`src/hw/axiMemPkg.sv`:
```
// AXI memory slave shared definitions

package axiMemPkg;

	// Default widths and depth ----------------------------------
	localparam int ADDR_W_DEF    = 16;   // Byte address bits
	localparam int DATA_W_DEF    = 32;
	localparam int ID_W_DEF      = 4;
	localparam int MEM_WORDS_DEF = 1024; // Depth in data words

	localparam int LEN_W = 8; // AXI4 AxLEN, beats = len + 1

	// Encodings -------------------------------------------------
	typedef enum logic [1:0] {
		FIXED = 2'b00,
		INCR  = 2'b01,
		WRAP  = 2'b10,
		RSVD  = 2'b11
	} axiBurst_e;

	typedef enum logic [1:0] {
		OKAY   = 2'b00,
		EXOKAY = 2'b01, // Never returned, no exclusive access
		SLVERR = 2'b10,
		DECERR = 2'b11
	} axiResp_e;

	typedef enum logic [1:0] {
		WR_IDLE, // Waiting on AW
		WR_DATA, // Taking W beats
		WR_RESP  // B held until accepted
	} wrState_e;

	typedef enum logic [1:0] {
		RD_IDLE, // Waiting on AR
		RD_REQ,  // Memory request pending
		RD_WAIT, // Read data one cycle out
		RD_SEND  // R beat presented
	} rdState_e;

	// Burst legality --------------------------------------------
	// Only full width FIXED / INCR bursts are served
	function automatic axiResp_e burstCheck(
		input logic [63:0]      startAddr,
		input logic [LEN_W-1:0] len,
		input axiBurst_e        burst,
		input logic [2:0]       size,
		input int               dataW,
		input int               memWords
	);
		logic [63:0] startIdx;
		logic [63:0] lastIdx;
		startIdx = startAddr / 64'(dataW / 8); // Byte to word index
		lastIdx  = (burst == INCR) ? startIdx + 64'(len) : startIdx;
		if (!(burst == FIXED || burst == INCR))
			return SLVERR;
		if ((32'd8 << size) != dataW) // Narrow or oversized beat
			return SLVERR;
		if (lastIdx >= 64'(memWords)) // Last beat past the array
			return DECERR;
		return OKAY;
	endfunction

endpackage

```
`src/hw/memPortIf.sv`:
```
// Requester side memory port

interface memPortIf #(
	parameter int ADDR_W = 10, // Word index bits
	parameter int DATA_W = 32
);
	logic                  req;   // Held until gnt
	logic                  we;
	logic [ADDR_W-1:0]     addr;  // Word index, not byte address
	logic [DATA_W-1:0]     wdata;
	logic [DATA_W/8-1:0]   wstrb;
	logic                  gnt;   // Same cycle grant
	logic [DATA_W-1:0]     rdata; // Valid one cycle after a read grant

	modport requester (
		output req, we, addr, wdata, wstrb,
		input  gnt, rdata
	);

	modport arbiter (
		input  req, we, addr, wdata, wstrb,
		output gnt, rdata
	);

endinterface

```
`src/hw/memArbiter.sv`:
```
// Two port round-robin memory arbiter

module memArbiter #(
	parameter int ADDR_W = $clog2(axiMemPkg::MEM_WORDS_DEF), // Word index bits
	parameter int DATA_W = axiMemPkg::DATA_W_DEF
) (
	input  logic                CLK,
	input  logic                rst,
	memPortIf.arbiter           wrPort,
	memPortIf.arbiter           rdPort,
	// Single memory port
	output logic                ramEn,
	output logic                ramWe,
	output logic [ADDR_W-1:0]   ramAddr,
	output logic [DATA_W-1:0]   ramWdata,
	output logic [DATA_W/8-1:0] ramWstrb,
	input  logic [DATA_W-1:0]   ramRdata
);
	logic lastRd; // Read port won most recently
	logic wrWin;
	logic rdWin;
	logic tagRd;  // Read port owns the data coming back

	// Same cycle grant, loser of the last tie goes first
	assign wrWin = wrPort.req && (!rdPort.req || lastRd);
	assign rdWin = rdPort.req && !wrWin;

	assign wrPort.gnt = wrWin;
	assign rdPort.gnt = rdWin;

	// Winner's fields to the memory ----------------------
	assign ramEn    = wrWin || rdWin;
	assign ramWe    = wrWin ? wrPort.we    : (rdWin && rdPort.we);
	assign ramAddr  = wrWin ? wrPort.addr  : rdPort.addr;
	assign ramWdata = wrWin ? wrPort.wdata : rdPort.wdata;
	assign ramWstrb = wrWin ? wrPort.wstrb : rdPort.wstrb;

	always_ff @(posedge CLK) begin
		if (rst) begin
			lastRd <= 1'b1; // Write side first after reset
			tagRd  <= 1'b0;
		end else begin
			if (wrWin)
				lastRd <= 1'b0;
			else if (rdWin)
				lastRd <= 1'b1;
			tagRd <= rdWin; // Lines up with one cycle read latency
		end
	end

	// Steer returned word to its requester
	assign rdPort.rdata = tagRd ? ramRdata : '0;
	assign wrPort.rdata = tagRd ? '0 : ramRdata;

endmodule

```
`src/flat_wrapper.sv`:
```
// flat-port wrapper written by rule: the top's interface ports become plain ports
module memArbiter_flat 
#(
	parameter int ADDR_W = $clog2(axiMemPkg::MEM_WORDS_DEF),                   
	parameter int DATA_W = axiMemPkg::DATA_W_DEF
)
  (CLK, rst, ramEn, ramWe, ramAddr, ramWdata, ramWstrb, ramRdata, wrPort_req, wrPort_we, wrPort_addr, wrPort_wdata, wrPort_wstrb, wrPort_gnt, wrPort_rdata, rdPort_req, rdPort_we, rdPort_addr, rdPort_wdata, rdPort_wstrb, rdPort_gnt, rdPort_rdata);
  memPortIf #(.ADDR_W(ADDR_W), .DATA_W(DATA_W)) wrPort_i ();
  memPortIf #(.ADDR_W(ADDR_W), .DATA_W(DATA_W)) rdPort_i ();
  input  logic CLK;
  input  logic rst;
  output logic ramEn;
  output logic ramWe;
  output logic [ADDR_W-1:0] ramAddr;
  output logic [DATA_W-1:0] ramWdata;
  output logic [DATA_W/8-1:0] ramWstrb;
  input  logic [DATA_W-1:0] ramRdata;
  input wire logic [$bits(wrPort_i.req)-1:0] wrPort_req;
  input wire logic [$bits(wrPort_i.we)-1:0] wrPort_we;
  input wire logic [$bits(wrPort_i.addr)-1:0] wrPort_addr;
  input wire logic [$bits(wrPort_i.wdata)-1:0] wrPort_wdata;
  input wire logic [$bits(wrPort_i.wstrb)-1:0] wrPort_wstrb;
  output wire logic [$bits(wrPort_i.gnt)-1:0] wrPort_gnt;
  output wire logic [$bits(wrPort_i.rdata)-1:0] wrPort_rdata;
  input wire logic [$bits(rdPort_i.req)-1:0] rdPort_req;
  input wire logic [$bits(rdPort_i.we)-1:0] rdPort_we;
  input wire logic [$bits(rdPort_i.addr)-1:0] rdPort_addr;
  input wire logic [$bits(rdPort_i.wdata)-1:0] rdPort_wdata;
  input wire logic [$bits(rdPort_i.wstrb)-1:0] rdPort_wstrb;
  output wire logic [$bits(rdPort_i.gnt)-1:0] rdPort_gnt;
  output wire logic [$bits(rdPort_i.rdata)-1:0] rdPort_rdata;
  assign wrPort_i.req = wrPort_req;
  assign wrPort_i.we = wrPort_we;
  assign wrPort_i.addr = wrPort_addr;
  assign wrPort_i.wdata = wrPort_wdata;
  assign wrPort_i.wstrb = wrPort_wstrb;
  assign wrPort_gnt = wrPort_i.gnt;
  assign wrPort_rdata = wrPort_i.rdata;
  assign rdPort_i.req = rdPort_req;
  assign rdPort_i.we = rdPort_we;
  assign rdPort_i.addr = rdPort_addr;
  assign rdPort_i.wdata = rdPort_wdata;
  assign rdPort_i.wstrb = rdPort_wstrb;
  assign rdPort_gnt = rdPort_i.gnt;
  assign rdPort_rdata = rdPort_i.rdata;
  memArbiter #(.ADDR_W(ADDR_W), .DATA_W(DATA_W)) u_core (.CLK(CLK), .rst(rst), .wrPort(wrPort_i), .rdPort(rdPort_i), .ramEn(ramEn), .ramWe(ramWe), .ramAddr(ramAddr), .ramWdata(ramWdata), .ramWstrb(ramWstrb), .ramRdata(ramRdata));
endmodule
```
`config.mk`:
```
export PLATFORM = sky130hd
export DESIGN_NAME = memArbiter_flat
export DESIGN_NICKNAME = d
export VERILOG_FILES = /design/src/hw/axiMemPkg.sv /design/src/hw/memPortIf.sv /design/src/hw/memArbiter.sv /design/src/flat_wrapper.sv
export SDC_FILE = /design/constraint.sdc
export NUM_CORES = 1
export LEC_CHECK = 0
export BUFFER_PORTS_ARGS = -buffer_cell sky130_fd_sc_hd__buf_2
export CAP_MARGIN = 25
export CORE_AREA = 2 2 95 97
export DETAILED_ROUTE_END_ITERATION = 8
export DIE_AREA = 0 0 97 99
export SLEW_MARGIN = 25
export SYNTH_ARGS = -nofsm -noshare
export SYNTH_HDL_FRONTEND = slang
export SYNTH_SLANG_ARGS = --single-unit
export TNS_END_PERCENT = 100
```
`constraint.sdc`:
```
create_clock -name CLK -period 1.4 [get_ports CLK]
set_input_delay 0.28 -clock CLK [delete_from_list [all_inputs] [get_ports CLK]]
set_output_delay 0.28 -clock CLK [all_outputs]
set_load 0.1 [all_outputs]
```
==> run metrics <==
leading cell types in the layout, fill and taps excluded buf_2 (130), buf_12 (116), mux2_4 (43), and2_4 (32), nor2b_4 (32); Max-cap violations 0; slew at the pin with the worst max-slew slack 483 ps; commonest non-fill, non-tap cell in the layout buf_2; Critical Path RT 1120 ps; Hold Crit Start rst; Syn Inst Count 133; routed wire length 7.31 mm; dpl cell area 4700 sq um; internal reg-to-reg setup slack 540 ps; post-synthesis cell area 1160 sq um; global-route layer with the greatest usage met2; CTS root buffer clkbuf_8; # IOs 244; TritonCTS clock tree built; post-DP HPWL 6.38 mm; die width 97 microns; maximum clock frequency 583 MHz; Synth Net Count 263; routability cong. 0.767; Die Y 99 microns; FF+latch count, synth 2; Final period util 1.22; slowest stage delay, CP 340 ps; initial antenna violation count 0; Initial Utilization 0.135; Post-DRT Antenna Nets 0; Reg clk slew, reported paths 30 ps; Hold Path Class in2reg; slowest CP cell mux2_4; Final Hold Vio Count 0; DR WL/cell 14.8 microns; Area Overhead vs Synth 327%; FF-to-FF Start u_core.lastRd$_SDFFE_PP1P_; final worst slack -315 ps; nets 518; first-pass GRT wire length 11.5 mm; crit path cell chain o21a_4 > buf_12 > mux2_4 > buf_12; worst vdd ir 0.598 mV; Global Route met3 Usage 0.0489; core area 8550 sq um; Max Root-Sink Buffers 2; total grt overflow 0; Worst Skew 6.29 ps; PD cells 760 nW/um^2; layout cell share with drive strength beyond 1 0.987; design area 4940 sq um; WHS 225 ps; Tmin final 1710 ps; RSZ-0062 raised after global routing true; Iteration-0 DRC Markers 10; Pleak 2.51 nW; met2 GRT Util 0.313; largest net degree at the start of global routing 25; R2R depth 3; hold buffers post-CTS 0; r2r endpoint u_core.tagRd$_SDFF_PP0_; via/cell ratio 4.04; syn_area_per_cell 8.69 sq um; status finished, violations left; CP max FO 24; worst hold endpoint u_core.tagRd$_SDFF_PP0_; Max-slew headroom 0.681; Tot Pwr 3.76 mW; Crit Path Class reg2out; ant diodes 0; crit end category output pin; sequential-to-total area share from yosys stat 0.0346; Initial DRT Pass Iterations 4; violated checks setup timing; vias in the first global route 2,261; Die Area 9600 sq um; Sink Count 2; endpoints failing setup 112; Yosys cell types 16; Worst setup SP type register; Core Util, Final 0.578; row cnt 34; Crit path top cell by count buf_12; WHS Path Cells 2; Critical Path AT 1430 ps; via count 2,002; H-tree depth 1; setup_tns -17,060 ps; met1 Use GR 0.138; CTS Buf Count 3; IO buf count 243; Final Max Slew Viols 0; # DRC 0; GRT Util Overall 0.146; Clock Latency Late Sink 220 ps; yosys warns 0
## cell usage after synthesis
library cell  number  share of area
inv_1              1         0.0032
or2_2              1         0.0054
nor2b_1           33           0.18
nand2_1            1         0.0032
buf_6              3          0.029
mux2_4            20           0.26
and2_1            32           0.17
a22o_1             1         0.0076
a21oi_1            1         0.0043
mux2_2            26           0.25
buf_2              2         0.0087
o21a_1             1         0.0065
clkbuf_1           7          0.023
o21ai_0            1         0.0043
nand2b_1           1         0.0054
dfxtp_1            2          0.035
## how the worst max path moves through the flow
stage | start | endpoint
after floorplan | u_core.lastRd$_SDFFE_PP1P_ | ramWe
after global placement | rdPort_req | ramWstrb[3]
after detailed placement | rdPort_req | ramWstrb[3]
after CTS | u_core.lastRd$_SDFFE_PP1P_ | ramWdata[15]
after global routing | u_core.lastRd$_SDFFE_PP1P_ | ramWdata[26]
final | u_core.lastRd$_SDFFE_PP1P_ | ramWdata[15]
## per-stage QoR
stage | worst slack, ps | cells
2_1_floorplan | -192 | 133
3_3_place_gp | -293 | 484
3_5_place_dp | -325 | 484
4_1_cts | -323 | 500
5_1_grt | -359 | 495
6_report | -315 | 495
## per-layer routing
metal  share of wire  wire, microns  vias to the layer above
li1                -              -                      949
met1            0.30           2170                      918
met3           0.098            716                        2
met2            0.60           4390                      133
met4          0.0042             31                        0
met5               0              0                        -
## power by group
part | internal [mW] | switching, mW
registers | 0.0608 | 0.00362
logic | 1.35 | 2.09
clock network | 0.194 | 0.0538
total | 1.61 | 2.15
## cells by family after synthesis
| kind of cell | synth area share |
|---|---|
| AOI/OAI and AO/OA | 0.0227 |
| buffers and inverters | 0.0639 |
| DFF | 0.0346 |
| muxes | 0.513 |
| and+or+nand+nor | 0.366 |
## area by class of cell
class,instances,area [sq um]
Fill cell,696,3610
Multi-Input combinational cell,118,1480
Tap cell,108,135
Clock buffer,4,45.0
Inverter,1,3.75
Sequential cell,2,45.0
Timing Repair Buffer,262,3240
## worst max-delay path: cells and delay by family (launching register included)
| kind | cells | cell delay [ps] |
|---|---|---|
| buffers and inverters | 2 | 380 |
| multiplexers | 1 | 340 |
| flip-flops | 1 | 330 |
| AO/OA/AOI/OAI | 1 | 160 |
## state kept, by name, summed over array words and instances, names as in the netlist
signal / flops
u_core.lastRd: 1
u_core.tagRd: 1
## timing repair
item / CTS / global route
buffers inserted: 8 / 0
gates cloned: 5 / 0
endpoints found under the setup margin: 89 / 112
gates resized for setup: 23 / 7
pin swaps: 2 / 3
No activity file was read; power rests on OpenSTA's default activity.
