**src/hw/axiMemPkg.sv**
```systemverilog
// AXI memory slave shared definitions

package axiMemPkg;

	// Default widths and depth ----------------------------------
	localparam int ADDR_W_DEF    = 16;   // Byte address bits
	localparam int DATA_W_DEF    = 32;
	localparam int ID_W_DEF      = 4;
	localparam int MEM_WORDS_DEF = 1024; // Depth in data words

	localparam int LEN_W = 8; // AXI4 AxLEN, beats = len + 1

	// Encodings -------------------------------------------------
	typedef enum logic [1:0] {
		FIXED = 2'b00,
		INCR  = 2'b01,
		WRAP  = 2'b10,
		RSVD  = 2'b11
	} axiBurst_e;

	typedef enum logic [1:0] {
		OKAY   = 2'b00,
		EXOKAY = 2'b01, // Never returned, no exclusive access
		SLVERR = 2'b10,
		DECERR = 2'b11
	} axiResp_e;

	typedef enum logic [1:0] {
		WR_IDLE, // Waiting on AW
		WR_DATA, // Taking W beats
		WR_RESP  // B held until accepted
	} wrState_e;

	typedef enum logic [1:0] {
		RD_IDLE, // Waiting on AR
		RD_REQ,  // Memory request pending
		RD_WAIT, // Read data one cycle out
		RD_SEND  // R beat presented
	} rdState_e;

	// Burst legality --------------------------------------------
	// Only full width FIXED / INCR bursts are served
	function automatic axiResp_e burstCheck(
		input logic [63:0]      startAddr,
		input logic [LEN_W-1:0] len,
		input axiBurst_e        burst,
		input logic [2:0]       size,
		input int               dataW,
		input int               memWords
	);
		logic [63:0] startIdx;
		logic [63:0] lastIdx;
		startIdx = startAddr / 64'(dataW / 8); // Byte to word index
		lastIdx  = (burst == INCR) ? startIdx + 64'(len) : startIdx;
		if (!(burst == FIXED || burst == INCR))
			return SLVERR;
		if ((32'd8 << size) != dataW) // Narrow or oversized beat
			return SLVERR;
		if (lastIdx >= 64'(memWords)) // Last beat past the array
			return DECERR;
		return OKAY;
	endfunction

endpackage

```
**src/hw/memPortIf.sv**
```systemverilog
// Requester side memory port

interface memPortIf #(
	parameter int ADDR_W = 10, // Word index bits
	parameter int DATA_W = 32
);
	logic                  req;   // Held until gnt
	logic                  we;
	logic [ADDR_W-1:0]     addr;  // Word index, not byte address
	logic [DATA_W-1:0]     wdata;
	logic [DATA_W/8-1:0]   wstrb;
	logic                  gnt;   // Same cycle grant
	logic [DATA_W-1:0]     rdata; // Valid one cycle after a read grant

	modport requester (
		output req, we, addr, wdata, wstrb,
		input  gnt, rdata
	);

	modport arbiter (
		input  req, we, addr, wdata, wstrb,
		output gnt, rdata
	);

endinterface

```
**src/hw/axiReadEngine.sv**
```systemverilog
// AXI4 read channel engine

module axiReadEngine #(
	parameter int ADDR_W    = axiMemPkg::ADDR_W_DEF,
	parameter int DATA_W    = axiMemPkg::DATA_W_DEF,
	parameter int ID_W      = axiMemPkg::ID_W_DEF,
	parameter int MEM_WORDS = axiMemPkg::MEM_WORDS_DEF
) (
	input  logic                          CLK,
	input  logic                          rst,
	// Read address
	input  logic [ID_W-1:0]               arId,
	input  logic [ADDR_W-1:0]             arAddr,
	input  logic [axiMemPkg::LEN_W-1:0]   arLen,
	input  logic [2:0]                    arSize,
	input  axiMemPkg::axiBurst_e          arBurst,
	input  logic                          arValid,
	output logic                          arReady,
	// Read data
	output logic [ID_W-1:0]               rId,
	output logic [DATA_W-1:0]             rData,
	output axiMemPkg::axiResp_e           rResp,
	output logic                          rLast,
	output logic                          rValid,
	input  logic                          rReady,
	// Memory side
	memPortIf.requester                   mem
);
	import axiMemPkg::*;

	localparam int MEM_AW  = $clog2(MEM_WORDS);
	localparam int BYTE_SH = $clog2(DATA_W / 8);

	rdState_e          state;
	logic [ID_W-1:0]   idReg;
	logic [MEM_AW-1:0] wordAddr;
	logic [LEN_W-1:0]  beatsLeft; // Zero on the final beat
	axiResp_e          respReg;
	axiBurst_e         burstReg;
	logic [DATA_W-1:0] dataReg;   // R output register
	axiResp_e          arResp;
	logic              legal;
	logic              rBeat;

	assign arResp  = burstCheck(64'(arAddr), arLen, arBurst, arSize, DATA_W, MEM_WORDS);
	assign legal   = (respReg == OKAY);
	assign arReady = (state == RD_IDLE);

	assign rValid = (state == RD_SEND);
	assign rBeat  = rValid && rReady;
	assign rId    = idReg;
	assign rData  = dataReg;
	assign rResp  = respReg;
	assign rLast  = (beatsLeft == '0);

	// Read-only requester
	assign mem.req   = (state == RD_REQ);
	assign mem.we    = 1'b0;
	assign mem.addr  = wordAddr;
	assign mem.wdata = '0;
	assign mem.wstrb = '0;

	// FSM -----------------------------------------------
	// REQ, WAIT, SEND per beat when uncontended
	always_ff @(posedge CLK) begin
		if (rst) begin
			state <= RD_IDLE;
		end else begin
			case (state)
				RD_IDLE: begin
					if (arValid)
						state <= (arResp == OKAY) ? RD_REQ : RD_SEND; // Errors skip memory
				end
				RD_REQ: begin
					if (mem.gnt)
						state <= RD_WAIT;
				end
				RD_WAIT: state <= RD_SEND; // rdata lands this cycle
				RD_SEND: begin
					if (rReady) begin
						if (beatsLeft == '0)
							state <= RD_IDLE;
						else
							state <= legal ? RD_REQ : RD_SEND;
					end
				end
				default: state <= RD_IDLE;
			endcase
		end
	end

	// Burst context, address walk and data capture
	always_ff @(posedge CLK) begin
		if (arValid && arReady) begin
			idReg     <= arId;
			wordAddr  <= MEM_AW'(arAddr >> BYTE_SH);
			beatsLeft <= arLen;
			respReg   <= arResp;
			burstReg  <= arBurst;
			dataReg   <= '0; // Error bursts stream zeros
		end else begin
			if (state == RD_WAIT)
				dataReg <= mem.rdata;
			if (rBeat) begin
				beatsLeft <= beatsLeft - 1'b1;
				if (burstReg == INCR)
					wordAddr <= wordAddr + 1'b1;
			end
		end
	end

endmodule

```
**src/flat_wrapper.sv**
```systemverilog
// flat-port wrapper written by rule: the top's interface ports become plain ports
module axiReadEngine_flat import axiMemPkg::*;
#(
	parameter int ADDR_W    = axiMemPkg::ADDR_W_DEF,
	parameter int DATA_W    = axiMemPkg::DATA_W_DEF,
	parameter int ID_W      = axiMemPkg::ID_W_DEF,
	parameter int MEM_WORDS = axiMemPkg::MEM_WORDS_DEF
)
  (CLK, rst, arId, arAddr, arLen, arSize, arBurst, arValid, arReady, rId, rData, rResp, rLast, rValid, rReady, mem_req, mem_we, mem_addr, mem_wdata, mem_wstrb, mem_gnt, mem_rdata);
  memPortIf #(.ADDR_W(ADDR_W), .DATA_W(DATA_W)) mem_i ();
  input  logic CLK;
  input  logic rst;
  input  logic [ID_W-1:0] arId;
  input  logic [ADDR_W-1:0] arAddr;
  input  logic [axiMemPkg::LEN_W-1:0] arLen;
  input  logic [2:0] arSize;
  input  axiMemPkg::axiBurst_e arBurst;
  input  logic arValid;
  output logic arReady;
  output logic [ID_W-1:0] rId;
  output logic [DATA_W-1:0] rData;
  output axiMemPkg::axiResp_e rResp;
  output logic rLast;
  output logic rValid;
  input  logic rReady;
  output wire logic [$bits(mem_i.req)-1:0] mem_req;
  output wire logic [$bits(mem_i.we)-1:0] mem_we;
  output wire logic [$bits(mem_i.addr)-1:0] mem_addr;
  output wire logic [$bits(mem_i.wdata)-1:0] mem_wdata;
  output wire logic [$bits(mem_i.wstrb)-1:0] mem_wstrb;
  input wire logic [$bits(mem_i.gnt)-1:0] mem_gnt;
  input wire logic [$bits(mem_i.rdata)-1:0] mem_rdata;
  assign mem_req = mem_i.req;
  assign mem_we = mem_i.we;
  assign mem_addr = mem_i.addr;
  assign mem_wdata = mem_i.wdata;
  assign mem_wstrb = mem_i.wstrb;
  assign mem_i.gnt = mem_gnt;
  assign mem_i.rdata = mem_rdata;
  axiReadEngine #(.ADDR_W(ADDR_W), .DATA_W(DATA_W), .ID_W(ID_W), .MEM_WORDS(MEM_WORDS)) u_core (.CLK(CLK), .rst(rst), .arId(arId), .arAddr(arAddr), .arLen(arLen), .arSize(arSize), .arBurst(arBurst), .arValid(arValid), .arReady(arReady), .rId(rId), .rData(rData), .rResp(rResp), .rLast(rLast), .rValid(rValid), .rReady(rReady), .mem(mem_i));
endmodule
```
**config.mk**
```make
export PLATFORM = sky130hd
export DESIGN_NAME = axiReadEngine_flat
export DESIGN_NICKNAME = d
export VERILOG_FILES = /design/src/hw/axiMemPkg.sv /design/src/hw/memPortIf.sv /design/src/hw/axiReadEngine.sv /design/src/flat_wrapper.sv
export SDC_FILE = /design/constraint.sdc
export NUM_CORES = 1
export LEC_CHECK = 0
export ABC_AREA = 1
export ABC_CLOCK_PERIOD_IN_PS = 2600
export BUFFER_PORTS_ARGS = -buffer_cell sky130_fd_sc_hd__buf_2
export CELL_PAD_IN_SITES_DETAIL_PLACEMENT = 0
export CELL_PAD_IN_SITES_GLOBAL_PLACEMENT = 2
export CORE_MARGIN = 8
export CORE_UTILIZATION = 24
export DETAILED_ROUTE_END_ITERATION = 10
export PLACE_DENSITY_LB_ADDON = 0.08
export RECOVER_POWER = 100
export SLEW_MARGIN = 30
export SYNTH_ARGS = -nofsm -noshare
export SYNTH_HDL_FRONTEND = slang
export SYNTH_SLANG_ARGS = --single-unit
```
**constraint.sdc**
```tcl
create_clock -name CLK -period 2.6 [get_ports CLK]
set_clock_uncertainty 0.15 [all_clocks]
set_input_delay 0.26 -clock CLK [delete_from_list [all_inputs] [get_ports CLK]]
set_output_delay 0.26 -clock CLK [all_outputs]
set_load 0.02 [all_outputs]
```
==> metrics.txt, run 1 <==
run status=finished clean; Ports=165; routed vias/inst=about 3.9; largest net degree at the start of global routing=33; Final Cell Area=4199 um^2; Initial DRC Count=between 100 and 150; Slew Limit Fails=0; hold bufs inserted after CTS=7; power per cell area=about 850 nW/um^2; # clock sinks=60; Cell variety after synth=31; largest cells by area after synthesis=edfxtp_1 (24%), dfxtp_1 (21%), buf_4 (9.9%), nor2_1 (9.4%), nand2_1 (7.7%); vias=about 2.8k; Synth top cells by count=nor2_1 (82), nand2_1 (67), o21ai_0 (45), buf_4 (43); cell area after synthesis=approximately 3300 um^2; TNS Setup=0 ns; Startpoint Class=flip-flop; # rows=42; Num CTS Buffers=9; final hold vios=0; layout overhead on the synthesized area=28.88%; worst min-delay path class=input pin to flip-flop; CTS max path bufs=2; Final min period=2.210 ns; async set-reset flop share out of synthesis=0%; GR Util All Layers=between 10% and 20%; most numerous cell in the Yosys netlist=nor2_1; 1st-pass router iterations=4; mean routed wirelength per cell=roughly 13 um; DP Area=approximately 3900 um^2; DRC Markers=0; number of synthesized flops with an enable pin=26; fin cells=about 700; post-synth top area cell=edfxtp_1; P_leak=approximately 1.9 nW; CP startpoint=u_core.state[1]$_SDFFE_PP0P_; Synth Area per Inst=a little under 8 um^2; H-tree Lvls=3; required time worst endpoint=between 2 and 3 ns; # nets final=621; maxcap violations=0; Fillers=1,492; hpwl dp=7553 um; Die Y=roughly 130 um; routed wire length=slightly below 10,000 um; Worst Path Arrival=~2.1 ns; Rel. slew slack=slightly above 50%; fraction of layout cells with a size suffix above 1=16.18%; FMAX=~450 MHz; Finish-stage setup viols=0; GR Overflow Total=0; worst vdd ir=approximately 340 uV; GP Congestion=around 0.73; first-pass GRT wire length=15,700 um; Yosys warning total=0; RSZ-0062 raised after global routing=false; Crit Path Max Fanout=32; initial core utilization=around 25%; clk_lat worst skew=0.33 ns; worst r2r src=u_core.state[1]$_SDFFE_PP0P_; post-synthesis sequential area ratio=~45%; Tightest Pin Transition=approximately 0.73 ns; Crit Path Class=flip-flop to flip-flop; post-cts sizing count=0; Mapped Cells=roughly 400; antenna cells=0; Core Util, Final=a little under a third; CTS tree=built; Die X=132.5 um; crit share post-route=around 85%; top_reg_cell synth=dfxtp_1; CTS root buffer=clkbuf_16; top-area cell type share of the netlist area=23.96%; Port-buffer cells=~120; Clock transition at path regs=0.05 ns; Worst Hold Margin=roughly 0.03 ns; antenna viol nets, final=0; setup bufs post-CTS=0; vias in the first global route=roughly 3.1k; DP Cell Count=around 700; Die Area=roughly 18,000 um^2; endpoint class of the critical path=flip-flop; hold wc startpoint=mem_rdata[25]; Yosys reg bits=60; core area=between 10,000 and 15,000 um^2; initial antenna violation count=1
placed cells by master (no fill, tap or decap), types with 2 or more instances in the layout:
cell type	instances
ha_1	11
clkbuf_1	58
xnor2_1	5
clkbuf_16	10
o21ai_0	46
nor3_1	4
nand2_1	67
nand4_1	4
dlygate4sd3_1	7
buf_2	65
clkinv_2	2
conb_1	43
nand3_1	12
nor2_1	82
edfxtp_1	26
a21oi_1	11
xor2_1	5
dfxtp_1	34
buf_4	3
inv_1	34
cell families (layout without fill, tap and decap cells):
group / count (synthesis) / count (layout) / share of synthesized area [%]
simple gates: 176 / 176 / 22.43
buf+inv: 91 / 183 / 15.55
compound gates: 60 / 60 / 9.524
flops: 60 / 60 / 44.85
fa+ha+maj: 12 / 12 / 4.839
xor+xnor: 10 / 10 / 2.688
other cells: 1 / 43 / 0.1151
layer usage:
metal / vias up / global-route usage (%) / wire length (um)
met5: - / 0 / 16
met4: 2 / 4.669 / 154
met3: 14 / 6.056 / 961
met2: 98 / 17.83 / 4396
met1: 1221 / 12.69 / 4188
li1: 1487 / - / -
state kept, by name, summed over array words and instances, names as in the netlist:
name              flops
u_core.beatsLeft      8
u_core.burstReg       2
u_core.rData         32
u_core.rId            4
u_core.rResp          2
u_core.state          2
u_core.wordAddr      10
report_power, final:
part	total (mW)	switching, mW	internal, mW
Sequential	1.34	0.113	1.22
Combinational	0.988	0.696	0.292
Clock	1.26	0.431	0.825
metrics by stage:
step	setup WS [ns]	power, mW
detailed placement	0.3045	2.414
finish	0.3902	3.581
global placement	0.3187	2.405
CTS	0.3773	3.719
floorplan	0.5292	2.071
global route	0.1465	3.825
layout make-up:
type                       count  area [um^2]  share of cell area (%)
clock buffer                  13        271.5                   6.466
multi-input combinational    301         1439                   34.27
sequential                    60         1461                   34.80
inverter                      35        132.6                   3.159
clock inverter                 3        41.29                  0.9833
tap                          176        220.2                   5.244
timing repair buffer         132        633.1                   15.08
path summary, 6_finish.rpt:
check	to	slack, ns	cells past startpoint
max reg2reg	u_core.beatsLeft[3]$_DFFE_PP_	0.39	7
min	u_core.rData[25]$_SDFFE_PP0P_	0.03	3
min reg2reg	u_core.rData[21]$_SDFFE_PP0P_	0.33	2
max	u_core.beatsLeft[3]$_DFFE_PP_	0.39	7
critical path, cell delays in order (launching register included):
cell and delay, ns:
dfxtp_1 0.37, nor2_1 0.11, nand2_1 0.09, clkbuf_1 0.46, inv_1 0.23, buf_4 0.30
a21oi_1 0.16, a21oi_1 0.07
Power figures use the tool's default switching activity.
==> run 2, diff against run 1 <==
- ABC_CLOCK_PERIOD_IN_PS: 2600 -> 2140
- clock period: 2.6 -> 2.14 ns (I/O delays scaled with it)
==> run 2 against run 1 <==
Non-clock buffer count rose by 38. Sequential share of layout area down 2.9 points. Die area unchanged. Wire length rose by 1.4%. Global-route usage increased by 0.15 points. Clock power rose by 13%. Critical endpoint is now rLast. Critical path type is now flip-flop to output pin. Worst setup slack worse by 0.22 ns. Critical path depth decreased by 2.
==> metrics.txt, run 2 (same netlist as run 1, synthesis figures left out) <==
# nets final=659 (was 621); antenna viol nets, final=0 (unchanged); cells on worst reg2reg path=9 (was 7); Startpoint Class=flip-flop (unchanged); 1st-pass router iterations=4 (unchanged); Fillers=1,514 (was 1,492); Final min period=approximately 2.0 ns; DRC Markers=0 (unchanged); Initial DRC Count=88 (was 139); vias in the first global route=3,137 (was 3,063); final hold vios=0 (unchanged); most common cell after layout, fill and taps aside=nor2_1 (unchanged); GR Overflow Total=0 (unchanged); DR top layer=met5 (unchanged); Tightest Pin Transition=0.7282 ns (was 0.7292 ns); required time worst endpoint=1.78 ns (was 2.53 ns); antenna cells=0 (unchanged); Die X=132.5 um (unchanged); r2r setup slk=0.22 ns (was 0.39 ns); power per cell area=942.2 nW/um^2 (was 852.9 nW/um^2); setup bufs post-CTS=0 (unchanged); # clock sinks=60 (unchanged); Die Area=17,560 um^2 (unchanged); max FFs per register=32 (unchanged); Die Y=132.5 um (unchanged); GP Congestion=0.7213 (was 0.7348); routed vias/inst=3.984 (was 3.919); worst vdd ir=376.3 uV (was 344.7 uV); Num CTS Buffers=9 (unchanged); routed wire length=9852 um (was 9717 um); Reg area=1461 um^2 (unchanged); GR Util All Layers=11.53% (was 11.38%); layout overhead on the synthesized area=40.48% (was 28.88%); hpwl dp=7607 um (was 7553 um); Met2 Wirelength=4500 um (was 4396 um); run status=finished clean (unchanged); Metal-1 WL=4331 um (was 4188 um); Crit Path Class=flip-flop to output pin (was flip-flop to flip-flop); clk_lat worst skew=0.33 ns (about the same); H-tree Lvls=3 (unchanged); crit share post-route=between 90% and 100%; Finish-stage setup viols=0 (unchanged); DP Cell Count=703 (was 697); Port-buffer cells=119 (unchanged); mean routed wirelength per cell=13.01 um (was 13.50 um); core area=13,240 um^2 (unchanged); most frequent cells in the layout=nor2_1 (82), nand2_1 (67), buf_2 (66) (was nor2_1 (82), nand2_1 (67), buf_2 (65)); fin cells=757 (was 720); Met3 Wirelength=813 um (was 961 um); fraction of layout cells with a size suffix above 1=17.21% (was 16.18%); P_leak=2.081 nW (was 1.906 nW); Worst Path Arrival=1.61 ns (was 2.14 ns); worst r2r src=u_core.beatsLeft[2]$_DFFE_PP_ (was u_core.state[1]$_SDFFE_PP0P_); endpoint class of the critical path=output pin (was flip-flop); multi-input logic area=1453 um^2 (was 1439 um^2); Rel. slew slack=51.45% (was 51.39%); largest net degree at the start of global routing=33 (unchanged); # rows=42 (unchanged); first-pass GRT wire length=16,140 um (was 15,700 um); worst min-delay path class=input pin to flip-flop (unchanged); RR Endpoint=u_core.beatsLeft[7]$_DFFE_PP_ (was u_core.beatsLeft[3]$_DFFE_PP_); CTS tree=built (unchanged); CP startpoint=u_core.beatsLeft[2]$_DFFE_PP_ (was u_core.state[1]$_SDFFE_PP0P_); Clock transition at path regs=0.05 ns (about the same); Worst Hold Margin=0.03396 ns (was 0.02951 ns); Slew Limit Fails=0 (unchanged); CTS root buffer=clkbuf_16 (unchanged); maxcap violations=0 (unchanged); Crit Path Max Fanout=3 (was 32); RSZ-0062 raised after global routing=false (unchanged); vias=3,016 (was 2,822); initial core utilization=24.60% (unchanged); Ports=165 (unchanged); CTS max path bufs=2 (unchanged); initial antenna violation count=1 (unchanged); FMAX=approximately 500 MHz; CP endpoint=rLast (was u_core.beatsLeft[3]$_DFFE_PP_)
run 2: changes by cell type in the layout (fill, tap and decap cells not counted), moves of 2 or more:
cell,previous run,this run
buf_4,3,8
clkbuf_1,58,54
clkbuf_2,1,3
dlygate4sd3_1,7,39
run 2: worst min-delay path by stage:
stage | slack [ns] | cells after the start | startpoint | end
CTS | 0.01 | 3 | rReady | u_core.state[1]$_SDFFE_PP0P_
detailed placement | 0.24 | 1 | arId[3] | u_core.rId[3]$_DFFE_PP_
finish | 0.03 | 3 | arAddr[9] | u_core.wordAddr[7]$_DFFE_PP_
global route | 0.03 | 3 | rReady | u_core.state[1]$_SDFFE_PP0P_
floorplan | 0.13 | 1 | rst | u_core.state[0]$_SDFFE_PP0P_
global placement | 0.24 | 1 | arId[0] | u_core.rId[0]$_DFFE_PP_
run 2: metrics by stage:
| stage | utilization, % | setup WS, ns | setup TNS (ns) | instance area, um^2 | power, mW |
|---|---|---|---|---|---|
| 2_1_floorplan | - | 0.06919 | 0 | 3416 | 2.516 |
| 3_3_place_gp | 29.90 | -0.03951 | -0.05679 | 3960 | 2.940 |
| 3_5_place_dp | 29.90 | -0.03704 | -0.05990 | 3960 | 2.955 |
| 4_1_cts | 35.08 | 0.1295 | 0 | 4646 | 4.483 |
| 5_1_grt | 34.56 | 0.002643 | 0 | 4577 | 4.617 |
| 6_report | 34.56 | 0.1698 | 0 | 4577 | 4.312 |
run 2: area by class of cell:
type,instances,area share (%)
clock buffer,12,6.096
clock inverter,3,0.3554
inverter,35,2.898
multi-input combinational,301,31.74
sequential,60,31.93
tap,176,4.811
timing repair buffer,170,22.17
run 2: report_power, final:
part | internal (mW) | switching [mW]
sequential | 1.49 | 0.137
combinational | 0.412 | 0.856
clock | 0.913 | 0.506
total | 2.81 | 1.50
run 2: per-layer routing:
| layer | vias to the layer above | GRT usage, % |
|---|---|---|
| met2 | 97 | 18.34 |
| li1 | 1566 | - |
| met5 | - | 0 |
| met3 | 14 | 5.223 |
| met4 | 2 | 5.489 |
| met1 | 1337 | 12.91 |
run 2: timing repair:
| item | 4_1_cts | 5_1_grt |
|---|---|---|
| hold endpoints to repair | 40 | 0 |
| hold buffers | 39 | 0 |
| gates resized for setup | 0 | 1 |
| setup endpoints to repair | 0 | 1 |
run 2: worst max-delay path, cell delays in order, from the launching register on:
cell and delay, ns:
edfxtp_1 0.42, nor2_1 0.22, nand2_1 0.09, nor4b_2 0.21
buf_4 0.17, buf_2 0.16
