<file path="config.mk">
export PLATFORM = sky130hd
export DESIGN_NAME = axiWriteEngine_flat
export DESIGN_NICKNAME = d
export VERILOG_FILES = /design/src/hw/axiMemPkg.sv /design/src/hw/memPortIf.sv /design/src/hw/axiWriteEngine.sv /design/src/flat_wrapper.sv
export SDC_FILE = /design/constraint.sdc
export NUM_CORES = 1
export LEC_CHECK = 0
export BUFFER_PORTS_ARGS = -buffer_cell sky130_fd_sc_hd__buf_4
export CAP_MARGIN = 25
export CORE_ASPECT_RATIO = 1.2
export CORE_MARGIN = 10
export CORE_UTILIZATION = 38
export DETAILED_ROUTE_END_ITERATION = 7
export PLACE_DENSITY = 0.85
export SYNTH_ARGS = -nofsm -noshare
export SYNTH_HDL_FRONTEND = slang
export SYNTH_SLANG_ARGS = --single-unit
</file>
<file path="constraint.sdc">
create_clock -name CLK -period 2.4 [get_ports CLK]
set_input_delay 0 -clock CLK [delete_from_list [all_inputs] [get_ports CLK]]
set_output_delay 0 -clock CLK [all_outputs]
set_load 0.005 [all_outputs]
</file>
<file path="src/hw/axiMemPkg.sv">
// AXI memory slave shared definitions

package axiMemPkg;

	// Default widths and depth ----------------------------------
	localparam int ADDR_W_DEF    = 16;   // Byte address bits
	localparam int DATA_W_DEF    = 32;
	localparam int ID_W_DEF      = 4;
	localparam int MEM_WORDS_DEF = 1024; // Depth in data words

	localparam int LEN_W = 8; // AXI4 AxLEN, beats = len + 1

	// Encodings -------------------------------------------------
	typedef enum logic [1:0] {
		FIXED = 2'b00,
		INCR  = 2'b01,
		WRAP  = 2'b10,
		RSVD  = 2'b11
	} axiBurst_e;

	typedef enum logic [1:0] {
		OKAY   = 2'b00,
		EXOKAY = 2'b01, // Never returned, no exclusive access
		SLVERR = 2'b10,
		DECERR = 2'b11
	} axiResp_e;

	typedef enum logic [1:0] {
		WR_IDLE, // Waiting on AW
		WR_DATA, // Taking W beats
		WR_RESP  // B held until accepted
	} wrState_e;

	typedef enum logic [1:0] {
		RD_IDLE, // Waiting on AR
		RD_REQ,  // Memory request pending
		RD_WAIT, // Read data one cycle out
		RD_SEND  // R beat presented
	} rdState_e;

	// Burst legality --------------------------------------------
	// Only full width FIXED / INCR bursts are served
	function automatic axiResp_e burstCheck(
		input logic [63:0]      startAddr,
		input logic [LEN_W-1:0] len,
		input axiBurst_e        burst,
		input logic [2:0]       size,
		input int               dataW,
		input int               memWords
	);
		logic [63:0] startIdx;
		logic [63:0] lastIdx;
		startIdx = startAddr / 64'(dataW / 8); // Byte to word index
		lastIdx  = (burst == INCR) ? startIdx + 64'(len) : startIdx;
		if (!(burst == FIXED || burst == INCR))
			return SLVERR;
		if ((32'd8 << size) != dataW) // Narrow or oversized beat
			return SLVERR;
		if (lastIdx >= 64'(memWords)) // Last beat past the array
			return DECERR;
		return OKAY;
	endfunction

endpackage

</file>
<file path="src/hw/memPortIf.sv">
// Requester side memory port

interface memPortIf #(
	parameter int ADDR_W = 10, // Word index bits
	parameter int DATA_W = 32
);
	logic                  req;   // Held until gnt
	logic                  we;
	logic [ADDR_W-1:0]     addr;  // Word index, not byte address
	logic [DATA_W-1:0]     wdata;
	logic [DATA_W/8-1:0]   wstrb;
	logic                  gnt;   // Same cycle grant
	logic [DATA_W-1:0]     rdata; // Valid one cycle after a read grant

	modport requester (
		output req, we, addr, wdata, wstrb,
		input  gnt, rdata
	);

	modport arbiter (
		input  req, we, addr, wdata, wstrb,
		output gnt, rdata
	);

endinterface

</file>
<file path="src/hw/axiWriteEngine.sv">
// AXI4 write channel engine

module axiWriteEngine #(
	parameter int ADDR_W    = axiMemPkg::ADDR_W_DEF,
	parameter int DATA_W    = axiMemPkg::DATA_W_DEF,
	parameter int ID_W      = axiMemPkg::ID_W_DEF,
	parameter int MEM_WORDS = axiMemPkg::MEM_WORDS_DEF
) (
	input  logic                          CLK,
	input  logic                          rst,
	// Write address
	input  logic [ID_W-1:0]               awId,
	input  logic [ADDR_W-1:0]             awAddr,
	input  logic [axiMemPkg::LEN_W-1:0]   awLen,
	input  logic [2:0]                    awSize,
	input  axiMemPkg::axiBurst_e          awBurst,
	input  logic                          awValid,
	output logic                          awReady,
	// Write data
	input  logic [DATA_W-1:0]             wData,
	input  logic [DATA_W/8-1:0]           wStrb,
	input  logic                          wLast,
	input  logic                          wValid,
	output logic                          wReady,
	// Write response
	output logic [ID_W-1:0]               bId,
	output axiMemPkg::axiResp_e           bResp,
	output logic                          bValid,
	input  logic                          bReady,
	// Memory side
	memPortIf.requester                   mem
);
	import axiMemPkg::*;

	localparam int MEM_AW  = $clog2(MEM_WORDS);
	localparam int BYTE_SH = $clog2(DATA_W / 8); // Byte offset bits in a word

	wrState_e         state;
	logic [ID_W-1:0]  idReg;
	logic [MEM_AW-1:0] wordAddr;
	logic [LEN_W-1:0] beatsLeft; // Beats after the current one
	axiResp_e         respReg;
	axiBurst_e        burstReg;
	axiResp_e         awResp;
	logic             legal;
	logic             lastBeat;
	logic             wBeat;

	// Handshakes ----------------------------------------
	assign awResp   = burstCheck(64'(awAddr), awLen, awBurst, awSize, DATA_W, MEM_WORDS);
	assign legal    = (respReg == OKAY);
	assign awReady  = (state == WR_IDLE);
	assign lastBeat = (beatsLeft == '0); // Length counter alone ends the burst
	// Legal beats wait for the arbiter, error beats are swallowed
	assign wReady   = (state == WR_DATA) && (legal ? mem.gnt : 1'b1);
	assign wBeat    = wValid && wReady;

	assign bValid = (state == WR_RESP);
	assign bId    = idReg;
	assign bResp  = respReg;

	// Memory request straight from the W channel
	assign mem.req   = (state == WR_DATA) && legal && wValid; // WVALID holds, so req holds
	assign mem.we    = 1'b1;
	assign mem.addr  = wordAddr;
	assign mem.wdata = wData;
	assign mem.wstrb = wStrb;

	// FSM -----------------------------------------------
	always_ff @(posedge CLK) begin
		if (rst) begin
			state <= WR_IDLE;
		end else begin
			case (state)
				WR_IDLE: begin
					if (awValid)
						state <= WR_DATA;
				end
				WR_DATA: begin
					if (wBeat && lastBeat)
						state <= WR_RESP; // B shows next cycle
				end
				WR_RESP: begin
					if (bReady)
						state <= WR_IDLE;
				end
				default: state <= WR_IDLE;
			endcase
		end
	end

	// Burst context and address walk
	always_ff @(posedge CLK) begin
		if (awValid && awReady) begin
			idReg     <= awId;
			wordAddr  <= MEM_AW'(awAddr >> BYTE_SH);
			beatsLeft <= awLen;
			respReg   <= awResp;
			burstReg  <= awBurst;
		end else if (wBeat) begin
			beatsLeft <= beatsLeft - 1'b1;
			if (burstReg == INCR)
				wordAddr <= wordAddr + 1'b1; // FIXED keeps the word
		end
	end

endmodule

</file>
<file path="src/flat_wrapper.sv">
// flat-port wrapper written by rule: the top's interface ports become plain ports
module axiWriteEngine_flat import axiMemPkg::*;
#(
	parameter int ADDR_W    = axiMemPkg::ADDR_W_DEF,
	parameter int DATA_W    = axiMemPkg::DATA_W_DEF,
	parameter int ID_W      = axiMemPkg::ID_W_DEF,
	parameter int MEM_WORDS = axiMemPkg::MEM_WORDS_DEF
)
  (CLK, rst, awId, awAddr, awLen, awSize, awBurst, awValid, awReady, wData, wStrb, wLast, wValid, wReady, bId, bResp, bValid, bReady, mem_req, mem_we, mem_addr, mem_wdata, mem_wstrb, mem_gnt, mem_rdata);
  memPortIf #(.ADDR_W(ADDR_W), .DATA_W(DATA_W)) mem_i ();
  input  logic CLK;
  input  logic rst;
  input  logic [ID_W-1:0] awId;
  input  logic [ADDR_W-1:0] awAddr;
  input  logic [axiMemPkg::LEN_W-1:0] awLen;
  input  logic [2:0] awSize;
  input  axiMemPkg::axiBurst_e awBurst;
  input  logic awValid;
  output logic awReady;
  input  logic [DATA_W-1:0] wData;
  input  logic [DATA_W/8-1:0] wStrb;
  input  logic wLast;
  input  logic wValid;
  output logic wReady;
  output logic [ID_W-1:0] bId;
  output axiMemPkg::axiResp_e bResp;
  output logic bValid;
  input  logic bReady;
  output wire logic [$bits(mem_i.req)-1:0] mem_req;
  output wire logic [$bits(mem_i.we)-1:0] mem_we;
  output wire logic [$bits(mem_i.addr)-1:0] mem_addr;
  output wire logic [$bits(mem_i.wdata)-1:0] mem_wdata;
  output wire logic [$bits(mem_i.wstrb)-1:0] mem_wstrb;
  input wire logic [$bits(mem_i.gnt)-1:0] mem_gnt;
  input wire logic [$bits(mem_i.rdata)-1:0] mem_rdata;
  assign mem_req = mem_i.req;
  assign mem_we = mem_i.we;
  assign mem_addr = mem_i.addr;
  assign mem_wdata = mem_i.wdata;
  assign mem_wstrb = mem_i.wstrb;
  assign mem_i.gnt = mem_gnt;
  assign mem_i.rdata = mem_rdata;
  axiWriteEngine #(.ADDR_W(ADDR_W), .DATA_W(DATA_W), .ID_W(ID_W), .MEM_WORDS(MEM_WORDS)) u_core (.CLK(CLK), .rst(rst), .awId(awId), .awAddr(awAddr), .awLen(awLen), .awSize(awSize), .awBurst(awBurst), .awValid(awValid), .awReady(awReady), .wData(wData), .wStrb(wStrb), .wLast(wLast), .wValid(wValid), .wReady(wReady), .bId(bId), .bResp(bResp), .bValid(bValid), .bReady(bReady), .mem(mem_i));
endmodule
</file>
==> results of run 1 <==
-- sequential cells by signal, summed over array words and instances, names as in the netlist --
name / cells
u_core.bId: 4
u_core.bResp: 2
u_core.beatsLeft: 8
u_core.burstReg: 2
u_core.state: 2
u_core.wordAddr: 10
-- kinds of logic (layout without fill, tap and decap cells) --
logic type | Yosys count | after routing | synth area share [%]
AOI/OAI and AO/OA | 34 | 34 | 11.0
other | 2 | 7 | 0.379
buffers and inverters | 53 | 78 | 18.3
DFF | 28 | 28 | 41.4
and+or+nand+nor | 64 | 64 | 15.5
adders and majority gates | 11 | 11 | 7.32
xor gates and xnor gates | 14 | 14 | 6.18
-- routing by layer --
layer | up-vias | GRT usage [%]
met4 | 0 | 5.46
met5 | - | 0
met1 | 701 | 14.0
met2 | 87 | 17.2
met3 | 17 | 4.90
li1 | 729 | -
-- cell type report --
class                      instances  area [µm²]  area share, %
inverter                           7        26.3           1.13
timing repair buffer              67         523           22.4
tap                               60        75.1           3.22
multi-input combinational        130         818           35.0
clock inverter                     1        30.0           1.29
sequential                        28         821           35.2
clock buffer                       3        41.3           1.77
-- per-stage QoR --
stage / util, % / area (µm²) / instances / setup WS (ns)
global route: 46.6 / 2330 / 296 / 0.286
CTS: 46.6 / 2330 / 296 / 0.337
finish: 46.6 / 2330 / 296 / 0.331
detailed placement: 43.6 / 2180 / 284 / 0.367
global placement: 43.6 / 2180 / 284 / 0.397
floorplan: - / 2000 / 211 / 0.466
-- Yosys cell counts --
cell       count
buf_4         43
edfxtp_1      26
nand2_1       25
o21ai_0       17
nor2_1        12
ha_1          10
xnor2_1        9
inv_1          7
nor3_1         7
a21oi_1        6
xor2_1         5
nand3_1        4
nand4_1        4
nand2b_1       3
a211oi_1       2
buf_2          2
conb_1         2
dfxtp_1        2
a211o_1        1
a221oi_1       1
a31oi_2        1
a41oi_1        1
and3_1         1
and3_2         1
and4b_2        1
clkbuf_1       1
fa_1           1
nand3b_1       1
nor2b_1        1
nor4b_1        1
o2111ai_2      1
o211a_1        1
o211ai_1       1
o21a_1         1
o221ai_1       1
or2_2          1
or3_1          1
or3b_1         1
-- what timing repair did --
action	CTS	global route
hold buffers	8	0
endpoints found under the hold margin	9	0
setup endpoints to repair	0	0
-- worst max-delay path: stages --
cell and delay [ns]:
dlygate4sd3_1 0.56, buf_4 0.15, ha_1 0.30, a211o_1 0.31
o2111ai_2 0.10, a31oi_2 0.16, or3b_1 0.37, and3_1 0.19
-- power by group through the flow --
stage | clock (mW) | combinational [mW] | sequential [mW]
after global placement | 0 | 0.355 | 0.698
after floorplan | 0 | 0.255 | 0.693
after CTS | 0.393 | 0.381 | 0.691
final | 0.385 | 0.378 | 0.691
after global routing | 0.415 | 0.428 | 0.700
after detailed placement | 0 | 0.368 | 0.702
-- worst min path at each step --
stage / to / slack, ns / depth (start not counted) / startpoint
4_1_cts: mem_wdata[11] / 0.00003 / 0 / wData[11]
3_5_place_dp: mem_wdata[11] / 0.00003 / 0 / wData[11]
3_3_place_gp: mem_wdata[11] / 0.00003 / 0 / wData[11]
2_1_floorplan: u_core.state[1]$_SDFFE_PP0P_ / 0.07 / 1 / rst
5_1_grt: mem_wdata[20] / 0.000008 / 0 / wData[20]
6_report: u_core.beatsLeft[7]$_DFFE_PP_ / -0.005 / 3 / awLen[7]
==> impl_metrics.json, run 1 <==
{
  "cp-end-kind": "flip-flop",
  "switchingPower_mw": 0.405,
  "status": "finished with violations",
  "cp.required_ns": 2.46,
  "finalCritPeriodShare_pct": 86.2,
  "coreArea_mm2": 0.00501,
  "internal_power_mw": 1.05,
  "mostFrequentLayoutCells": "buf_4 (59), edfxtp_1 (26), nand2_1 (25)",
  "cts.sinks": 28,
  "cts_root_buf": "clkbuf_8",
  "reg2reg_from": "u_core.beatsLeft[4]$_DFFE_PP_",
  "dr_wl_met3_um": 536,
  "fin_nets": 356,
  "max_cap_viol_count": 0,
  "dr_wl_met2_mm": 2.20,
  "ir_worst_vdd_mv": 0.218,
  "sw_frac_of_total_pct": 27.8,
  "yosysTopAreaCell": "edfxtp_1",
  "power_frac_clock_pct": 26.5,
  "cts.repair.resized": 0,
  "slew_viol_final": 0,
  "fillers": 465,
  "leakagePower_nw": 0.966,
  "comb_power_share_pct": 26.0,
  "r2r_cells": 5,
  "holdWs_ns": -0.00491,
  "cp-start-kind": "primary input",
  "rsz0062_at_grt": "no",
  "syn_area_mm2": 0.00198,
  "dieHeight_um": 99.1,
  "setup.worst_path.start": "awLen[2]",
  "cellPowerDensity_mw_per_mm2": 623,
  "hold_path_class": "primary input to flip-flop",
  "r2r-end": "u_core.beatsLeft[7]$_DFFE_PP_",
  "fp.dieW_um": 85.9,
  "p_seq_share_pct": 47.5,
  "final_common_cell": "buf_4",
  "setup_viol": 0,
  "drt-vias-per-instance": 5.18,
  "grt_max_degree": 35,
  "setup_tns_ns": 0,
  "ant_nets": 0,
  "synth.top_cell.area_share_pct": 39.4,
  "die_area_mm2": 0.00852,
  "violations": "hold timing",
  "vias": 1534,
  "wl_per_cell_um": 17.0,
  "drt-met1-wl_mm": 2.15,
  "grt_usage_pct": 11.6,
  "top_layer": "met4",
  "drive_above_1_share_pct": 28.8,
  "skew_ns": 0.0108,
  "grt_pass1_vias": 1630,
  "io_buffers": 56,
  "clock_latency_ns": 0.29,
  "grt_overflow": 0,
  "power_mw": 1.45,
  "start_util_pct": 39.6,
  "rrSetupSlack_ns": 0.67,
  "hold_violations": 1,
  "antenna_found_initial": 0,
  "dr.pass1.iters": 4,
  "period_needed_ns": 2.07,
  "synthCells": 206,
  "critPathKind": "primary input to flip-flop",
  "seq_area_frac_synth_pct": 41.4,
  "crit_arrival_ns": 2.13,
  "area_delta_synth_final_pct": 17.7,
  "synth.distinct_cells": 38,
  "cts_tree": "yes",
  "first_iter_violations": 101,
  "cp-endpoint": "u_core.bResp[0]$_SDFFCE_PP0P_",
  "ioPinCount": 171,
  "num_rows": 28,
  "drcViolationCount": 0,
  "cts_max_level": 1,
  "dp_hpwl_mm": 3.91,
  "finalWirelength_mm": 5.03,
  "cts_inserted_buffers": 3,
  "gp_congestion": 0.824,
  "syn_area_per_cell_um2": 9.63,
  "grt_pass1_wl_mm": 8.10,
  "cts.clk_slew.worst_paths_ns": 0.11,
  "ys_top_cells_by_area": "edfxtp_1 (39%), buf_4 (16%), ha_1 (6.3%)",
  "cts_setup_buffers": 0,
  "fmax_mhz": 483,
  "clock_path_buffers": 2,
  "diodes": 0,
  "ys_ff_latch": 28,
  "worstPathMaxFanout": 4,
  "yosysWarnings": 0
}
Power figures use the tool's default switching activity.
==> run 2, diff against run 1 <==
Settings changed: BUFFER_PORTS_ARGS -buffer_cell sky130_fd_sc_hd__buf_4 to default, CORE_UTILIZATION 38 to 60, CTS_CLUSTER_SIZE from default to 14, DONT_BUFFER_PORTS from default to 1, PLACE_DENSITY 0.85 to 0.81.
==> impl_metrics.json, run 2 (same netlist as run 1, synthesis figures left out) <==
{
  "top_layer": "met4",
  "drt-vias-per-instance": 6.10,
  "worstPathMaxFanout": 3,
  "hold_path_class": "primary input to output pin",
  "cellPowerDensity_mw_per_mm2": 631,
  "cpPeakStageDelay_ns": 0.60,
  "dr_wl_met3_um": 799,
  "fmax_mhz": 449,
  "largest_reg_flops": 10,
  "rrSetupSlack_ns": 0.17,
  "cp_top_family": "simple AND/OR/NAND/NOR gates",
  "drive_above_1_share_pct": 5.91,
  "drt-met1-wl_mm": 1.84,
  "slew_viol_final": 0,
  "r2r_cells": 5,
  "clock_latency_ns": 0.35,
  "vias": 1458,
  "drcViolationCount": 0,
  "cp-start-kind": "flip-flop",
  "period_needed_ns": 2.23,
  "antenna_found_initial": 0,
  "path_cells": "or3_1, nor3_1, a41oi_1, a211oi_1, dlygate4sd3_1",
  "diodes": 0,
  "comb_power_share_pct": 22.6,
  "mostFrequentLayoutCells": "dlygate4sd3_1 (31), edfxtp_1 (26), nand2_1 (25)",
  "die_area_mm2": 0.00601,
  "critPathKind": "flip-flop to flip-flop",
  "cts.repair.resized": 0,
  "area_delta_synth_final_pct": 5.68,
  "regArea_um2": 821,
  "hold-path-cell-count": 0,
  "dieHeight_um": 83.0,
  "gp_congestion": 0.798,
  "cts_inserted_buffers": 3,
  "cts.sinks": 28,
  "finalCritPeriodShare_pct": 92.8,
  "io_buffers": 0,
  "setup_tns_ns": 0,
  "sw_frac_of_total_pct": 29.0,
  "grt_usage_pct": 17.4,
  "finalWirelength_mm": 5.51,
  "cp.required_ns": 2.71,
  "hold_end": "mem_wdata[0]",
  "leakagePower_nw": 0.787,
  "setup_viol": 0,
  "ir_worst_vdd_mv": 0.394,
  "cp-end-kind": "flip-flop",
  "hold_violations": 0,
  "dp_hpwl_mm": 3.98,
  "regMostFlops": "u_core.wordAddr",
  "fp.dieW_um": 72.5,
  "cp.depth": 5,
  "internal_power_mw": 0.940,
  "ant_nets": 0,
  "status": "finished, final reports clean",
  "ioPinCount": 171,
  "grt_max_degree": 22,
  "grt_pass1_vias": 1525,
  "grt_pass1_wl_mm": 8.35,
  "fin_area_mm2": 0.00210,
  "grt_overflow": 0,
  "r2r-end": "u_core.state[1]$_SDFFE_PP0P_",
  "p_seq_share_pct": 53.0,
  "power_frac_clock_pct": 24.4,
  "wl_per_cell_um": 23.0,
  "dr.pass1.iters": 4,
  "path_buf_inv": 1,
  "dr_wl_met2_mm": 2.67,
  "switchingPower_mw": 0.384,
  "clock_path_buffers": 2,
  "fillers": 230,
  "final_common_cell": "dlygate4sd3_1",
  "coreArea_mm2": 0.00311,
  "multi_input_area_um2": 818,
  "cp_slowest_cell": "dlygate4sd3_1",
  "min_from": "wData[0]",
  "first_iter_violations": 72,
  "cts.clk_slew.worst_paths_ns": 0.17,
  "start_util_pct": 63.8,
  "cts_hold_buf": 31,
  "num_rows": 22,
  "max_cap_viol_count": 0,
  "cts_setup_buffers": 0,
  "placed_cell_area_mm2": 0.00173,
  "crit_arrival_ns": 2.54,
  "cts_root_buf": "clkbuf_4",
  "reg2reg_from": "u_core.beatsLeft[4]$_DFFE_PP_",
  "rsz0062_at_grt": "no",
  "fin_nets": 323,
  "cts_tree": "yes",
  "skew_ns": 0.0172,
  "cts_max_level": 1
}
[run 2: changes by cell type in the layout (fill, tap and decap cells not counted)]
| cell | before | now |
|---|---|---|
| clkbuf_4 | 0 | 3 |
| dlygate4sd3_1 | 8 | 31 |
| clkbuf_8 | 3 | 0 |
| buf_4 | 59 | 3 |
[run 2: final cells by class]
| class | count | area share (%) |
|---|---|---|
| clock buffer | 3 | 1.07 |
| clock inverter | 1 | 1.43 |
| inverter | 7 | 1.25 |
| multi-input combinational | 130 | 39.0 |
| sequential | 28 | 39.2 |
| tap | 36 | 2.15 |
| timing repair buffer | 34 | 15.9 |
[run 2: power groups by stage]
stage	sequential (mW)	combinational (mW)	clock, mW
floorplan	0.693	0.255	0
finish	0.702	0.299	0.323
global route	0.711	0.334	0.334
detailed placement	0.712	0.251	0
global placement	0.707	0.234	0
CTS	0.701	0.295	0.317
[run 2: worst reg2reg max path, stage by stage (launching register included)]
cell	delay, ns
edfxtp_1	0.47
or3_1	0.42
nor3_1	0.22
a41oi_1	0.19
a211oi_1	0.29
dlygate4sd3_1	0.60
[run 2: metal layers]
metal,up-vias,GRT usage (%)
li1,666,-
met1,656,17.4
met2,110,28.7
met3,26,8.81
met4,0,8.97
met5,-,0
[run 2: how the worst max path moves through the flow]
| stage | from | end | slack (ns) |
|---|---|---|---|
| after CTS | u_core.beatsLeft[4]$_DFFE_PP_ | u_core.state[1]$_SDFFE_PP0P_ | 0.26 |
| after detailed placement | awAddr[2] | u_core.bResp[0]$_SDFFCE_PP0P_ | 0.47 |
| after global placement | awAddr[2] | u_core.bResp[0]$_SDFFCE_PP0P_ | 0.52 |
| final | u_core.beatsLeft[4]$_DFFE_PP_ | u_core.state[1]$_SDFFE_PP0P_ | 0.17 |
| after floorplan | u_core.state[1]$_SDFFE_PP0P_ | u_core.wordAddr[0]$_DFFE_PP_ | 0.47 |
| after global routing | u_core.beatsLeft[4]$_DFFE_PP_ | u_core.state[1]$_SDFFE_PP0P_ | 0.06 |
[run 2: metrics by stage]
stage	power, mW	setup WS (ns)	utilization (%)	instances	hold WS, ns
floorplan	0.947	0.466	-	211	0.0728
global placement	0.941	0.519	55.7	204	0.0000346
detailed placement	0.962	0.474	55.7	204	0.0000346
CTS	1.31	0.259	67.4	239	0.0000346
global route	1.38	0.0585	67.4	239	0.00000889
finish	1.32	0.173	67.4	239	0.00000228
==> run 3, diff against run 2 <==
Settings changed: ABC_AREA from default to 1.
==> impl_metrics.json, run 3 <==
{
  "internal_power_mw": 0.843,
  "wl_per_cell_um": 15.9,
  "placedCellCount": 263,
  "comb_power_share_pct": 19.4,
  "drt-vias-per-instance": 5.35,
  "area_delta_synth_final_pct": 2.42,
  "hold_path_class": "primary input to flip-flop",
  "synth.top_cell.area_share_pct": 36.9,
  "skew_ns": 0.00860,
  "ys_ff_latch": 28,
  "final_core_util_pct": 64.4,
  "finalWirelength_mm": 4.65,
  "cts.clk_slew.worst_paths_ns": 0.10,
  "period_needed_ns": 2.07,
  "setup_tns_ns": 0,
  "drcViolationCount": 0,
  "num_rows": 23,
  "setup_viol": 0,
  "vias": 1561,
  "cts_root_buf": "clkbuf_8",
  "die_area_mm2": 0.00631,
  "path_buf_inv": 3,
  "ant_nets": 0,
  "yosys-top-cells-count": "nand2_1 (65), buf_4 (43), inv_1 (29)",
  "seq_area_frac_synth_pct": 38.8,
  "cp-start-kind": "flip-flop",
  "yosysTopAreaCell": "edfxtp_1",
  "ys_top_cells_by_area": "edfxtp_1 (37%), buf_4 (15%), nand2_1 (12%)",
  "gp_congestion": 0.818,
  "p_seq_share_pct": 55.0,
  "path_common_cell": "inv_1",
  "diodes": 0,
  "final_common_cell": "nand2_1",
  "cp.required_ns": 2.62,
  "clock_path_buffers": 2,
  "grt_max_degree": 20,
  "regMostFlops": "u_core.wordAddr",
  "yosysMostFrequentCell": "nand2_1",
  "fmax_mhz": 482,
  "dieHeight_um": 85.1,
  "grt_pass1_vias": 1624,
  "violations": "hold timing",
  "ir_worst_vdd_mv": 0.444,
  "syn_area_mm2": 0.00212,
  "status": "finished with violations",
  "cp_top_family": "buffers and inverters",
  "placed_cell_area_mm2": 0.00186,
  "slew_viol_final": 0,
  "cp_slowest_cell": "dlygate4sd3_1",
  "cts.sinks": 28,
  "cp-end-kind": "flip-flop",
  "fin_cells": 292,
  "mostFrequentLayoutCells": "nand2_1 (65), inv_1 (29), edfxtp_1 (26)",
  "synth.distinct_cells": 28,
  "antenna_found_initial": 0,
  "dr.pass1.iters": 4,
  "grt_overflow": 0,
  "switchingPower_mw": 0.314,
  "cts_max_level": 1,
  "finalCritPeriodShare_pct": 86.4,
  "grt_pass1_wl_mm": 7.54,
  "grt_usage_pct": 14.7,
  "start_util_pct": 62.8,
  "clock_latency_ns": 0.28,
  "holdWs_ns": -0.00126,
  "cts.repair.resized": 0,
  "crit_arrival_ns": 2.29,
  "cpPeakStageDelay_ns": 0.56,
  "power_frac_clock_pct": 25.5,
  "ys.flop_type": "edfxtp_1",
  "fin_area_mm2": 0.00217,
  "async_flop_share_pct": 0,
  "coreArea_mm2": 0.00337,
  "leakagePower_nw": 0.960,
  "power_mw": 1.16,
  "worstPathMaxFanout": 3,
  "synth_edf_count": 26,
  "drive_above_1_share_pct": 5.88,
  "sw_frac_of_total_pct": 27.2,
  "synthCells": 265,
  "cts_tree": "yes",
  "fp.dieW_um": 74.2,
  "cellPowerDensity_mw_per_mm2": 534,
  "path_cells": "inv_1, ha_1, inv_1, nor2_1, nand2_1, nor3_1, nand4_1, a21oi_1, dlygate4sd3_1",
  "hold_violations": 1,
  "dp_hpwl_mm": 3.58,
  "critPathKind": "flip-flop to flip-flop",
  "first_iter_violations": 99,
  "cts_inserted_buffers": 3,
  "max_cap_viol_count": 0,
  "rsz0062_at_grt": "no",
  "syn_area_per_cell_um2": 7.98,
  "fin_nets": 375,
  "largest_reg_flops": 10,
  "io_buffers": 0,
  "yosysWarnings": 0,
  "ioPinCount": 171
}
[run 3: cell type report]
| cell class | instances | area, µm² |
|---|---|---|
| Clock buffer | 4 | 55.1 |
| Fill cell | 273 | 1200 |
| Inverter | 29 | 109 |
| Multi-Input combinational cell | 166 | 863 |
| Sequential cell | 28 | 821 |
| Tap cell | 37 | 46.3 |
| Timing Repair Buffer | 28 | 273 |
[run 3: final timing paths]
| kind | from | to | slack [ns] | cells after the start |
|---|---|---|---|---|
| worst max-delay path | u_core.beatsLeft[0]$_DFFE_PP_ | u_core.state[1]$_SDFFE_PP0P_ | 0.33 | 9 |
| worst min-delay path | awLen[5] | u_core.beatsLeft[5]$_DFFE_PP_ | -0.001 | 2 |
| worst max register to register | u_core.beatsLeft[0]$_DFFE_PP_ | u_core.state[1]$_SDFFE_PP0P_ | 0.33 | 9 |
| worst min register to register | u_core.state[1]$_SDFFE_PP0P_ | u_core.state[0]$_SDFFE_PP0P_ | 0.59 | 3 |
[run 3: what timing repair did]
action / in CTS / in global routing
hold buffers: 25 / 0
endpoints found under the setup margin: 0 / 0
setup buffers: 0 / 0
endpoints found under the hold margin: 24 / 0
[run 3: power by group through the flow]
stage               sequential, mW  clock (mW)  combinational, mW
global route                 0.645       0.317              0.258
finish                       0.637       0.296              0.225
detailed placement           0.650           0              0.189
floorplan                    0.637           0              0.212
CTS                          0.638       0.302              0.224
global placement             0.647           0              0.185
[run 3: per-stage QoR]
| step | hold slack [ns] | setup WS, ns |
|---|---|---|
| 2_1_floorplan | 0.0691 | 0.339 |
| 3_3_place_gp | 0.0000346 | 0.678 |
| 3_5_place_dp | 0.0000346 | 0.632 |
| 4_1_cts | 0.0000346 | 0.396 |
| 5_1_grt | 0.00000796 | 0.115 |
| 6_report | -0.00126 | 0.327 |
[run 3: cell families (layout without fill, tap and decap cells)]
| logic type | Yosys count | count (layout) | share of synthesized area, % |
|---|---|---|---|
| and+or+nand+nor | 114 | 114 | 22.5 |
| buffers and inverters | 76 | 61 | 21.3 |
| DFF | 28 | 28 | 38.8 |
| AOI/OAI and AO/OA | 27 | 27 | 7.27 |
| adders and majority gates | 11 | 11 | 6.86 |
| xor gates and xnor gates | 7 | 7 | 2.90 |
| other | 2 | 7 | 0.355 |
[run 3: routing by layer]
metal / up-vias / routed length [µm] / track usage [%] / part of all wire (%)
met3: 11 / 515 / 6.06 / 11
met4: 0 / 95 / 6.00 / 2.0
met1: 711 / 1640 / 14.5 / 35
met5: - / 0 / 0 / 0
li1: 782 / - / - / -
met2: 57 / 2400 / 26.1 / 52
